<file path="config.mk">
export PLATFORM = sky130hd
export DESIGN_NAME = connectedCounter
export DESIGN_NICKNAME = d
export VERILOG_FILES = /design/src/rtl/graphPkg.sv /design/src/rtl/jobPkg.sv /design/src/rtl/seedSelector.sv /design/src/rtl/runExplorer.sv /design/src/rtl/jobSequencer.sv /design/src/rtl/resultPort.sv /design/src/rtl/connectedCounter.sv
export VERILOG_INCLUDE_DIRS = /design/src /design/src/rtl
export SDC_FILE = /design/constraint.sdc
export NUM_CORES = 1
export LEC_CHECK = 0
export BUFFER_PORTS_ARGS = -buffer_cell sky130_fd_sc_hd__buf_2
export CAP_MARGIN = 10
export CORE_AREA = 2 2 189 191
export DETAILED_ROUTE_END_ITERATION = 7
export DIE_AREA = 0 0 191 193
export PLACE_DENSITY = 0.92
export SYNTH_ARGS = -nofsm -noshare
export SYNTH_HDL_FRONTEND = slang
export SYNTH_SLANG_ARGS = --single-unit
</file>
<file path="constraint.sdc">
create_clock -name clk -period 15.1 [get_ports clk]
set_input_delay 0.755 -clock clk [delete_from_list [all_inputs] [get_ports clk]]
set_output_delay 0.755 -clock clk [all_outputs]
set_load 0.02 [all_outputs]
</file>
<file path="src/rtl/componentCount_defines.svh">
`ifndef COMPONENT_COUNT_DEFINES_SVH
`define COMPONENT_COUNT_DEFINES_SVH

// bits per occupancy graph and link mask
`define GRAPH_WIDTH 128

// count wraps modulo 128
`define COUNT_WIDTH 7

`define TAG_WIDTH 8

`endif

</file>
<file path="src/rtl/graphPkg.sv">
`include "componentCount_defines.svh"

package graphPkg;

    // one bit per graph position, also used for link masks and component masks
    typedef logic [`GRAPH_WIDTH-1:0] graphVector;

    // result of the lowest-set-bit search
    typedef struct packed {
        // one-hot lowest set bit, zero when nothing is left
        graphVector seed;
        logic       empty;
    } seedInfo;

endpackage

</file>
<file path="src/rtl/jobPkg.sv">
`include "componentCount_defines.svh"

package jobPkg;

    typedef logic [`COUNT_WIDTH-1:0] countValue;
    typedef logic [`TAG_WIDTH-1:0]   jobTag;

    // one job as it arrives on the intake channel
    typedef struct packed {
        graphPkg::graphVector graph;
        graphPkg::graphVector linkMask;
        countValue            countBase;
        jobTag                tag;
    } jobRequest;

    typedef struct packed {
        countValue count;
        jobTag     tag;
    } jobResult;

endpackage

</file>
<file path="src/rtl/seedSelector.sv">
`include "componentCount_defines.svh"

module seedSelector (
    input  graphPkg::graphVector leftover,
    output graphPkg::seedInfo    seedInfo
);
    import graphPkg::*;

    // any set bit per 4, 16 and 64 bit group
    logic [31:0] hasBit4;
    logic [7:0]  hasBit16;
    logic [1:0]  hasBit64;

    // first-bit flags, each relative to the next group up
    graphVector  firstBit1;
    logic [31:0] firstBit4;
    logic [7:0]  firstBit16;
    logic [1:0]  firstBit64;

    graphVector  seedVec;

    // lowest set flag among four, by prefix priority
    function automatic logic [3:0] firstOfFour(input logic [3:0] has);
        firstOfFour[0] = has[0];
        firstOfFour[1] = has[1] & ~has[0];
        firstOfFour[2] = has[2] & ~(|has[1:0]);
        firstOfFour[3] = has[3] & ~(|has[2:0]);
    endfunction

    for (genvar i = 0; i < 32; i++) begin : gLevel4
        assign hasBit4[i]          = |leftover[4*i +: 4];
        assign firstBit1[4*i +: 4] = firstOfFour(leftover[4*i +: 4]);
    end

    for (genvar i = 0; i < 8; i++) begin : gLevel16
        assign hasBit16[i]         = |hasBit4[4*i +: 4];
        assign firstBit4[4*i +: 4] = firstOfFour(hasBit4[4*i +: 4]);
    end

    for (genvar i = 0; i < 2; i++) begin : gLevel64
        assign hasBit64[i]          = |hasBit16[4*i +: 4];
        assign firstBit16[4*i +: 4] = firstOfFour(hasBit16[4*i +: 4]);
    end

    // only two halves at the top
    assign firstBit64[0] = hasBit64[0];
    assign firstBit64[1] = hasBit64[1] & ~hasBit64[0];

    // a bit is the seed only if it wins at every level
    for (genvar b = 0; b < `GRAPH_WIDTH; b++) begin : gSeed
        assign seedVec[b] = firstBit1[b] & firstBit4[b/4]
                          & firstBit16[b/16] & firstBit64[b/64];
    end

    assign seedInfo.seed  = seedVec;
    assign seedInfo.empty = ~(hasBit64[0] | hasBit64[1]);

endmodule

</file>
<file path="src/rtl/runExplorer.sv">
`include "componentCount_defines.svh"

module runExplorer (
    input  graphPkg::graphVector leftover,
    input  graphPkg::graphVector linkMask,
    input  graphPkg::graphVector seed,
    output graphPkg::graphVector component,
    output graphPkg::graphVector remaining
);
    import graphPkg::*;

    // doubling steps needed to span the whole graph
    localparam int stageCount = $clog2(`GRAPH_WIDTH);

    // grow holds bits reached so far, span marks unbroken linked runs
    graphVector grow [0:stageCount];
    graphVector span [0:stageCount-1];

    // bit i can be entered from bit i-1 when set and linked below
    assign span[0] = leftover & (linkMask << 1);
    assign grow[0] = seed;

    // prefix scan in the style of a carry lookahead
    for (genvar s = 0; s < stageCount; s++) begin : gStage
        assign grow[s+1] = grow[s] | (span[s] & (grow[s] << (1 << s)));

        if (s < stageCount - 1) begin : gSpan
            assign span[s+1] = span[s] & (span[s] << (1 << s));
        end
    end

    // seed is always the lowest set bit, so flooding upward is enough
    assign component = grow[stageCount];
    assign remaining = leftover & ~grow[stageCount];

endmodule

</file>
<file path="src/rtl/jobSequencer.sv">
module jobSequencer (
    input  logic                 clk,
    input  logic                 reset,

    // job intake, four-phase
    input  logic                 jobReq,
    output logic                 jobAck,
    input  jobPkg::jobRequest    jobIn,

    input  graphPkg::seedInfo    seedInfo,
    input  graphPkg::graphVector remaining,
    input  logic                 resultBusy,

    output graphPkg::graphVector leftover,
    output graphPkg::graphVector linkMask,

    // single-cycle pulses to the result side
    output logic                 jobStart,
    output jobPkg::countValue    countBase,
    output jobPkg::jobTag        tag,
    output logic                 componentFound,
    output logic                 jobFinished
);
    import graphPkg::*;

    typedef enum logic [1:0] {
        seqIdle,
        seqExplore,
        seqRelease
    } seqState;

    seqState    state;
    logic       intake;
    logic       advance;
    graphVector nextLeftover;

    // accept only once the previous ack is gone and the result side is free
    assign intake  = (state == seqIdle) && jobReq && !jobAck && !resultBusy;
    assign advance = (state == seqExplore) && !seedInfo.empty;

    assign nextLeftover = intake ? jobIn.graph : remaining;

    always_ff @(posedge clk) begin
        if (reset) begin
            state          <= seqIdle;
            jobAck         <= 1'b0;
            jobStart       <= 1'b0;
            componentFound <= 1'b0;
            jobFinished    <= 1'b0;
        end else begin
            jobStart       <= intake;
            componentFound <= advance;
            jobFinished    <= 1'b0;

            // drop ack once the producer has released its request
            if (jobAck && !jobReq) begin
                jobAck <= 1'b0;
            end

            case (state)
                seqIdle: begin
                    if (intake) begin
                        jobAck <= 1'b1;
                        state  <= seqExplore;
                    end
                end
                seqExplore: begin
                    if (seedInfo.empty) begin
                        jobFinished <= 1'b1;
                        state       <= seqRelease;
                    end
                end
                seqRelease: begin
                    // hold until the intake handshake is fully closed
                    if (!jobAck) begin
                        state <= seqIdle;
                    end
                end
                default: state <= seqIdle;
            endcase
        end
    end

    // one component leaves the graph per cycle
    always_ff @(posedge clk) begin
        if (intake || advance) begin
            leftover <= nextLeftover;
        end
        if (intake) begin
            linkMask  <= jobIn.linkMask;
            countBase <= jobIn.countBase;
            tag       <= jobIn.tag;
        end
    end

endmodule

</file>
<file path="src/rtl/resultPort.sv">
module resultPort (
    input  logic              clk,
    input  logic              reset,

    input  logic              jobStart,
    input  jobPkg::countValue countBase,
    input  jobPkg::jobTag     tag,
    input  logic              componentFound,
    input  logic              jobFinished,

    output logic              resultBusy,

    // result channel, four-phase
    output logic              resultReq,
    input  logic              resultAck,
    output jobPkg::jobResult  resultOut
);
    import jobPkg::*;

    typedef enum logic [1:0] {
        portIdle,
        portCount,
        portWaitAck,
        portWaitRelease
    } portState;

    portState  phase;
    countValue countReg;
    jobTag     tagReg;

    always_ff @(posedge clk) begin
        if (reset) begin
            phase     <= portIdle;
            resultReq <= 1'b0;
        end else begin
            case (phase)
                portIdle: begin
                    if (jobStart) begin
                        phase <= portCount;
                    end
                end
                portCount: begin
                    if (jobFinished) begin
                        resultReq <= 1'b1;
                        phase     <= portWaitAck;
                    end
                end
                portWaitAck: begin
                    if (resultAck) begin
                        resultReq <= 1'b0;
                        phase     <= portWaitRelease;
                    end
                end
                portWaitRelease: begin
                    if (!resultAck) begin
                        phase <= portIdle;
                    end
                end
                default: phase <= portIdle;
            endcase
        end
    end

    // count wraps naturally at seven bits
    always_ff @(posedge clk) begin
        if (jobStart) begin
            countReg <= countBase;
            tagReg   <= tag;
        end else if (componentFound) begin
            countReg <= countReg + 1'b1;
        end
    end

    // busy from job start until the consumer releases its ack
    assign resultBusy      = (phase != portIdle);
    assign resultOut.count = countReg;
    assign resultOut.tag   = tagReg;

endmodule

</file>
<file path="src/rtl/connectedCounter.sv">
module connectedCounter (
    input  logic              clk,
    input  logic              reset,

    input  logic              jobReq,
    output logic              jobAck,
    input  jobPkg::jobRequest jobIn,

    output logic              resultReq,
    input  logic              resultAck,
    output jobPkg::jobResult  resultOut
);
    import graphPkg::*;
    import jobPkg::*;

    graphVector        leftover;
    graphVector        linkMask;
    graphVector        remaining;
    graphPkg::seedInfo seedInfo;

    logic      jobStart;
    logic      componentFound;
    logic      jobFinished;
    logic      resultBusy;
    countValue countBase;
    jobTag     tag;

    jobSequencer sequencer0 (
        .clk(clk), .reset(reset),
        .jobReq(jobReq), .jobAck(jobAck), .jobIn(jobIn),
        .seedInfo(seedInfo), .remaining(remaining), .resultBusy(resultBusy),
        .leftover(leftover), .linkMask(linkMask),
        .jobStart(jobStart), .countBase(countBase), .tag(tag),
        .componentFound(componentFound), .jobFinished(jobFinished)
    );

    // decode, lowest set bit of what is left
    seedSelector selector0 (.leftover(leftover), .seedInfo(seedInfo));

    // execute, flood the seed and strip its component
    runExplorer explorer0 (
        .leftover(leftover), .linkMask(linkMask), .seed(seedInfo.seed),
        .component(), .remaining(remaining)
    );

    resultPort result0 (
        .clk(clk), .reset(reset),
        .jobStart(jobStart), .countBase(countBase), .tag(tag),
        .componentFound(componentFound), .jobFinished(jobFinished),
        .resultBusy(resultBusy),
        .resultReq(resultReq), .resultAck(resultAck), .resultOut(resultOut)
    );

endmodule

</file>
### After elaboration in Yosys (flattened, before gate mapping)

Index checks and enable logic that the tools add are counted.

| operators by class | value |
|---|---|
| magnitude comparators | 0 |
| $mul | 0 |
| mux-type cells | 19 |
| add/sub/neg operators | 1 |
| shift operators | 0 |
| eq/ne operators | 12 |
| reductions and logical operators | 144 |
| divide/modulo/power cells | 0 |
| bitwise gates (word level) | 663 |

Operators by type and width:

| kind | count |
|---|---|
| 128-bit bitwise AND | 15 |
| 128-bit OR | 7 |
| 1-bit bitwise AND | 511 |
| 128-bit 2-to-1 mux | 1 |
| 1-bit inverter | 128 |
| 128-bit inverter | 1 |
| 16-bit OR reduction | 8 |
| 4-bit OR reduction | 32 |
| 64-bit OR reduction | 2 |
| 12-bit OR reduction | 8 |
| 3-bit OR reduction | 32 |
| 48-bit OR reduction | 2 |
| 2-bit OR reduction | 33 |
| 32-bit OR reduction | 2 |
| 8-bit OR reduction | 8 |
| 2-bit 2-to-1 mux | 7 |
| 7-bit 2-to-1 mux | 2 |
| 2-bit inequality test (second input constant) | 6 |
| 2-bit case mux with 4 select lines | 1 |
| 7-bit by 1-bit adder with 7-bit output (second input constant) | 1 |
| 2-bit equality test (second input constant) | 3 |
| 1-bit 2-to-1 mux | 6 |
| 2-bit case mux with 3 select lines | 1 |
| 3-bit AND reduction | 2 |
| 10 further kinds | 20 |

| word-level totals | value |
|---|---|
| memory bits (writable) | 0 |
| output and inout bits | 17 |
| ROM bits | 0 |
| register bits after elaboration | 294 |
| input bits | 275 |
| memories kept | 0 |
| bits in latches | 0 |
| logic and storage cells | 852 |

### Depth between registers and ports, before layout

| logic depth | value |
|---|---|
| word-level depth | 23 |
| mapped depth | 18 |
| depth with buffers taken out | 13 |

### Cells and area by module

From an unflattened synthesis, not the netlist that was laid out.

| unflattened totals | value |
|---|---|
| cell total of the unflattened synthesis | 2065 |
| area, all modules | 20224.4 um^2 |

Modules (own cells, without submodules):

| module | area each (um^2) | cells an instance | times used | sequential area each (um^2) |
|---|---|---|---|---|
| jobSequencer | 10433.8 | 436 | 1 | 8257.9 |
| runExplorer | 6915.4 | 1242 | 1 | 0.0 |
| seedSelector | 2043.2 | 321 | 1 | 0.0 |
| resultPort | 832.0 | 66 | 1 | 510.5 |

### Worst setup path after synthesis

No wires, ideal clock.

| timing | value |
|---|---|
| kind | flip-flop to flip-flop |
| start point | reg sequencer0.leftover[19] |
| end point | reg sequencer0.leftover[0], enable pin |
| setup slack | 3.937 ns |
| path buffers | 4 |
| stages on the path, launching flop included | 11 |
| period minus slack after synthesis | 11.163 ns |
| setup time | 0.792 ns |
| arrival | 10.371 ns |
| required time | 14.308 ns |
| path through | edfxtp_1 -> clkbuf_1 -> or4_4 -> buf_6 -> or4_4 -> buf_6 -> nor3_4 -> buf_6 -> nand3_4 -> nor2_1 -> o21ai_0 |

| between the ends | value |
|---|---|
| cells in the longest elaborated chain, start to end | 4 |

Ends and longest elaborated chain:

| element | line | source |
|---|---|---|
| from (decl) | jobSequencer.sv:14 | `output graphPkg::graphVector leftover,` |
| from (signal assigned) | jobSequencer.sv:87 | `leftover <= nextLeftover;` |
| 64-bit OR reduction | seedSelector.sv:41 | `assign hasBit64[i] = \|hasBit16[4*i +: 4];` |
| 1-bit OR | seedSelector.sv:56 | `assign seedInfo.empty = ~(hasBit64[0] \| hasBit64[1]);` |
| 1-bit logical AND | jobSequencer.sv:39 | `assign advance = (state == seqExplore) && !seedInfo.empty;` |
| 1-bit logical OR | jobSequencer.sv:86 | `if (intake \|\| advance) begin` |

Every way passes these cells.
A chain may end at the register's enable or synchronous reset.

### Worst setup path after layout

| timing | value |
|---|---|
| start point | reg sequencer0.leftover[20] |
| end point | reg sequencer0.leftover[126], data pin |

| between the ends | value |
|---|---|
| cells in the longest elaborated chain, start to end | 22 |
| elaborated cells on any way between the ends | 236 |
| those cells by class | mux (1); bitwise (226); reduce/logical (9) |

Ends and longest elaborated chain:

| element | line | source |
|---|---|---|
| 12-bit OR reduction | seedSelector.sv:27 | `firstOfFour[3] = has[3] & ~(\|has[2:0]);` |
| 1-bit inverter | seedSelector.sv:27 |  |
| 1-bit bitwise AND | seedSelector.sv:27 |  |
| 1-bit bitwise AND | seedSelector.sv:51 | `assign seedVec[b] = firstBit1[b] & firstBit4[b/4]` |
| 1-bit bitwise AND (2 in series) | seedSelector.sv:52 | `& firstBit16[b/16] & firstBit64[b/64];` |
| 128-bit bitwise AND | runExplorer.sv:25 | `assign grow[s+1] = grow[s] \| (span[s] & (grow[s] << (1 << s)));` |
| 128-bit OR | runExplorer.sv:25 |  |
| 128-bit bitwise AND | runExplorer.sv:25 |  |
| [... 5 more ...] | -- |  |
| 128-bit bitwise AND | runExplorer.sv:25 |  |
| 128-bit OR * (2 in series) | runExplorer.sv:25 |  |
| 128-bit bitwise AND | runExplorer.sv:25 |  |
| 128-bit OR * | runExplorer.sv:25 |  |
| 128-bit inverter * | runExplorer.sv:34 | `assign remaining = leftover & ~grow[stageCount];` |
| 128-bit bitwise AND * | runExplorer.sv:34 |  |
| 128-bit 2-to-1 mux * | jobSequencer.sv:41 | `assign nextLeftover = intake ? jobIn.graph : remaining;` |
| named net sequencer0.nextLeftover[126] | jobSequencer.sv:35 | `graphVector nextLeftover;` |

Mark *: on every way through the listed nets, which the timed path passes. The rest lies on a longest branch.

==> results_dict.tcl <==
set metrics [dict create \
    status "finished, final reports clean" \
    wirelength_um 70800 \
    skew_ns 0.0306 \
    placement_rows 69 \
    synth_flop_cell "edfxtp_1" \
    grt_pass1_vias 19400 \
    worst_pin_slew_ns 1.19 \
    finalHoldViolCount 0 \
    clk_latency_ns 0.58 \
    synth_nets 2623 \
    critPathMaxFanout 16 \
    cp-end-kind "flip-flop" \
    ys_types 104 \
    post_synth_inst_count 2342 \
    cts_setup_buffers 0 \
    dp_cells 2999 \
    irDropWorstVdd_v 0.000187 \
    via_count 21000 \
    dieHeight_um 193 \
    cp_num_buf_inv 1 \
    max_freq_mhz 164 \
    grt-ovfl-total 0 \
    worstSetupStartpointType "flip-flop" \
    synth_top_area_share_pct 42.2 \
    numCtsBuffers 34 \
    ctsHoldBuffers 0 \
    synth-edff-count 285 \
    synth_area_per_cell_um2 8.65 \
    setup-tns-final_ns 0 \
    grt.total_usage_pct 37.6 \
    gp_congestion 0.985 \
    slew_headroom_pct 20.7 \
    finalMaxSlewViolations 0 \
    fin_nets 2855 \
    initial_utilization_pct 58.0 \
    cap_violations 0 \
    drt-vias-per-instance 6.85 \
    path_delay_family "simple AND/OR/NAND/NOR gates" \
    crit_slowest_cell "o31ai_1" \
    drt_iter0_markers 2752 \
    rsz0062_at_grt "false" \
    antenna_found_initial 6 \
    synth_area_leader_cell "edfxtp_1" \
    hold_start "jobIn[95]" \
    clk_pin_slew_ns 0.07 \
    pin_count 292 \
    grt_first_pass_wirelength_um 108000 \
    synthToLayoutAreaGrowth_pct 13.9 \
    p_per_area_nw_per_um2 170 \
    cp-startpoint "sequencer0.leftover[20]" \
    ant_nets 0 \
    hp-class "input pin to flip-flop" \
    period_needed_ns 6.08 \
    final_common_cell "nand2_1" \
    clock_sinks 294 \
    critPathKind "flip-flop to flip-flop" \
    arrival_ns 6.39 \
    layout-drive-gt1-share_pct 16.7 \
    layout.cells.non_filler 3065 \
    r2r-start "sequencer0.leftover[20]" \
    cts_max_level 2 \
    synth_seq_cells 294 \
    grt_max_degree 136 \
    synth_area_um2 20300 \
    dp_hpwl_um 52800 \
    finalSetupViolCount 0 \
    portBuffers 290 \
    wl_per_cell_um 23.1 \
    coreArea_um2 35000 \
    async_flop_share_pct 0 \
    final_cell_mix "350 x nand2_1, 290 x buf_2, 285 x edfxtp_1" \
    cts_resized 0 \
    die_area_um2 36900 \
    cpPeakStageDelay_ns 0.77 \
    fin_crit_sh_pct 40.3 \
    leakage_uw 0.00789 \
    drt-pass1-iter-count 7 \
    synth_area_leaders "edfxtp_1 42%, nand2_1 6.5%, nor2_1 3.9%, nand4_1 3.8%, o21ai_0 3.5%" \
    ys_seq_area_share_pct 43.1 \
    worstPathRequired_ns 15.41 \
    clock_path_buffers 3 \
    cts_tree "built" \
    root_buffer "clkbuf_16" \
    crit_path_frequent_cell "a221o_1" \
    yosys_warnings 0 \
    drc 0 \
    die_w_um 191 \
    path_cells "or4_1 > nor4_4 > nand3_2 > nor3_1 > and4b_1 > a31o_1 > a221o_1 > a221o_1 > o21ai_0 > buf_4 > o31ai_1 > a31oi_1 > and2_1 > o31a_1" \
]
flip-flops by register name, summed over array words and instances (netlist names):
signal and count:
sequencer0.jobStart 1, sequencer0.linkMask 127, result0.resultReq 1, result0.countReg 7, result0.tagReg 8, sequencer0.countBase 7
result0.phase 2, sequencer0.leftover 128, sequencer0.jobAck 1, sequencer0.jobFinished 1, sequencer0.componentFound 1, sequencer0.state 2
sequencer0.tag 8
per-stage QoR:
stage                     hold WS, ns  total power, uW  cell area [um^2]  setup slack, ns  util, %
after floorplan                 0.400             2660             20300             3.94        -
after global placement          0.401             2960             22000             9.32     62.8
after detailed placement        0.411             3020             22000             9.33     62.8
after CTS                       0.336             3870             23100             9.25     65.9
after global routing            0.339             4120             23100             8.99     65.9
final                           0.349             3920             23100             9.02     66.0
cell type report:
class / instances / area [um^2]
Clock inverter: 23 / 236
Antenna cell: 6 / 15.0
Sequential cell: 294 / 8740
Fill cell: 2943 / 11900
Inverter: 100 / 383
Multi-Input combinational cell: 1840 / 10700
Clock buffer: 37 / 862
Timing Repair Buffer: 304 / 1560
Tap cell: 461 / 577
report_power, final:
group	total [uW]	internal [uW]	switching, uW
Clock	847	485	362
Sequential	1860	1360	501
Combinational	1210	409	802
worst paths after layout:
path | endpoint | slack (ns) | cells past startpoint
hold / removal | sequencer0.linkMask[80] | 0.35 | 1
hold reg to reg | result0.tagReg[3] | 0.42 | 0
setup reg to reg | sequencer0.leftover[126] | 9.02 | 14
setup / recovery | sequencer0.leftover[126] | 9.02 | 14
layer usage:
layer,GRT usage [%],wire [um],share of wire (%),up-vias
met2,56.5,30500,43,1456
met4,14.9,2690,3.8,2
met1,53.0,29200,41,9799
met3,8.56,8420,12,219
met5,0,13,0.018,-
li1,-,-,-,9505
synthesized netlist by cell type, drive strengths merged, types with 23 or more instances:
| master | n |
|---|---|
| or2 | 31 |
| o21ai | 157 |
| inv | 100 |
| o31ai | 42 |
| nor2b | 27 |
| edfxtp | 285 |
| nand2 | 350 |
| nand2b | 61 |
| nand4 | 127 |
| a211oi | 24 |
| and3 | 25 |
| clkbuf | 89 |
| nor3 | 94 |
| a21oi | 93 |
| nand3 | 113 |
| o211ai | 27 |
| nor2 | 215 |
| or3 | 34 |
| a31oi | 23 |
| nor4 | 44 |
| and4 | 27 |
kinds of logic after synthesis:
logic type / count (synthesis) / share of synthesized area (%)
XOR/XNOR: 5 / 0.216
flip-flops: 294 / 43.1
adder cells (fa/ha/maj): 6 / 0.370
multiplexers: 4 / 0.204
AND/OR/NAND/NOR: 1219 / 31.2
AO/OA/AOI/OAI: 606 / 20.8
buffers and inverters: 208 / 4.11
(Power assumes the default switching activity.)
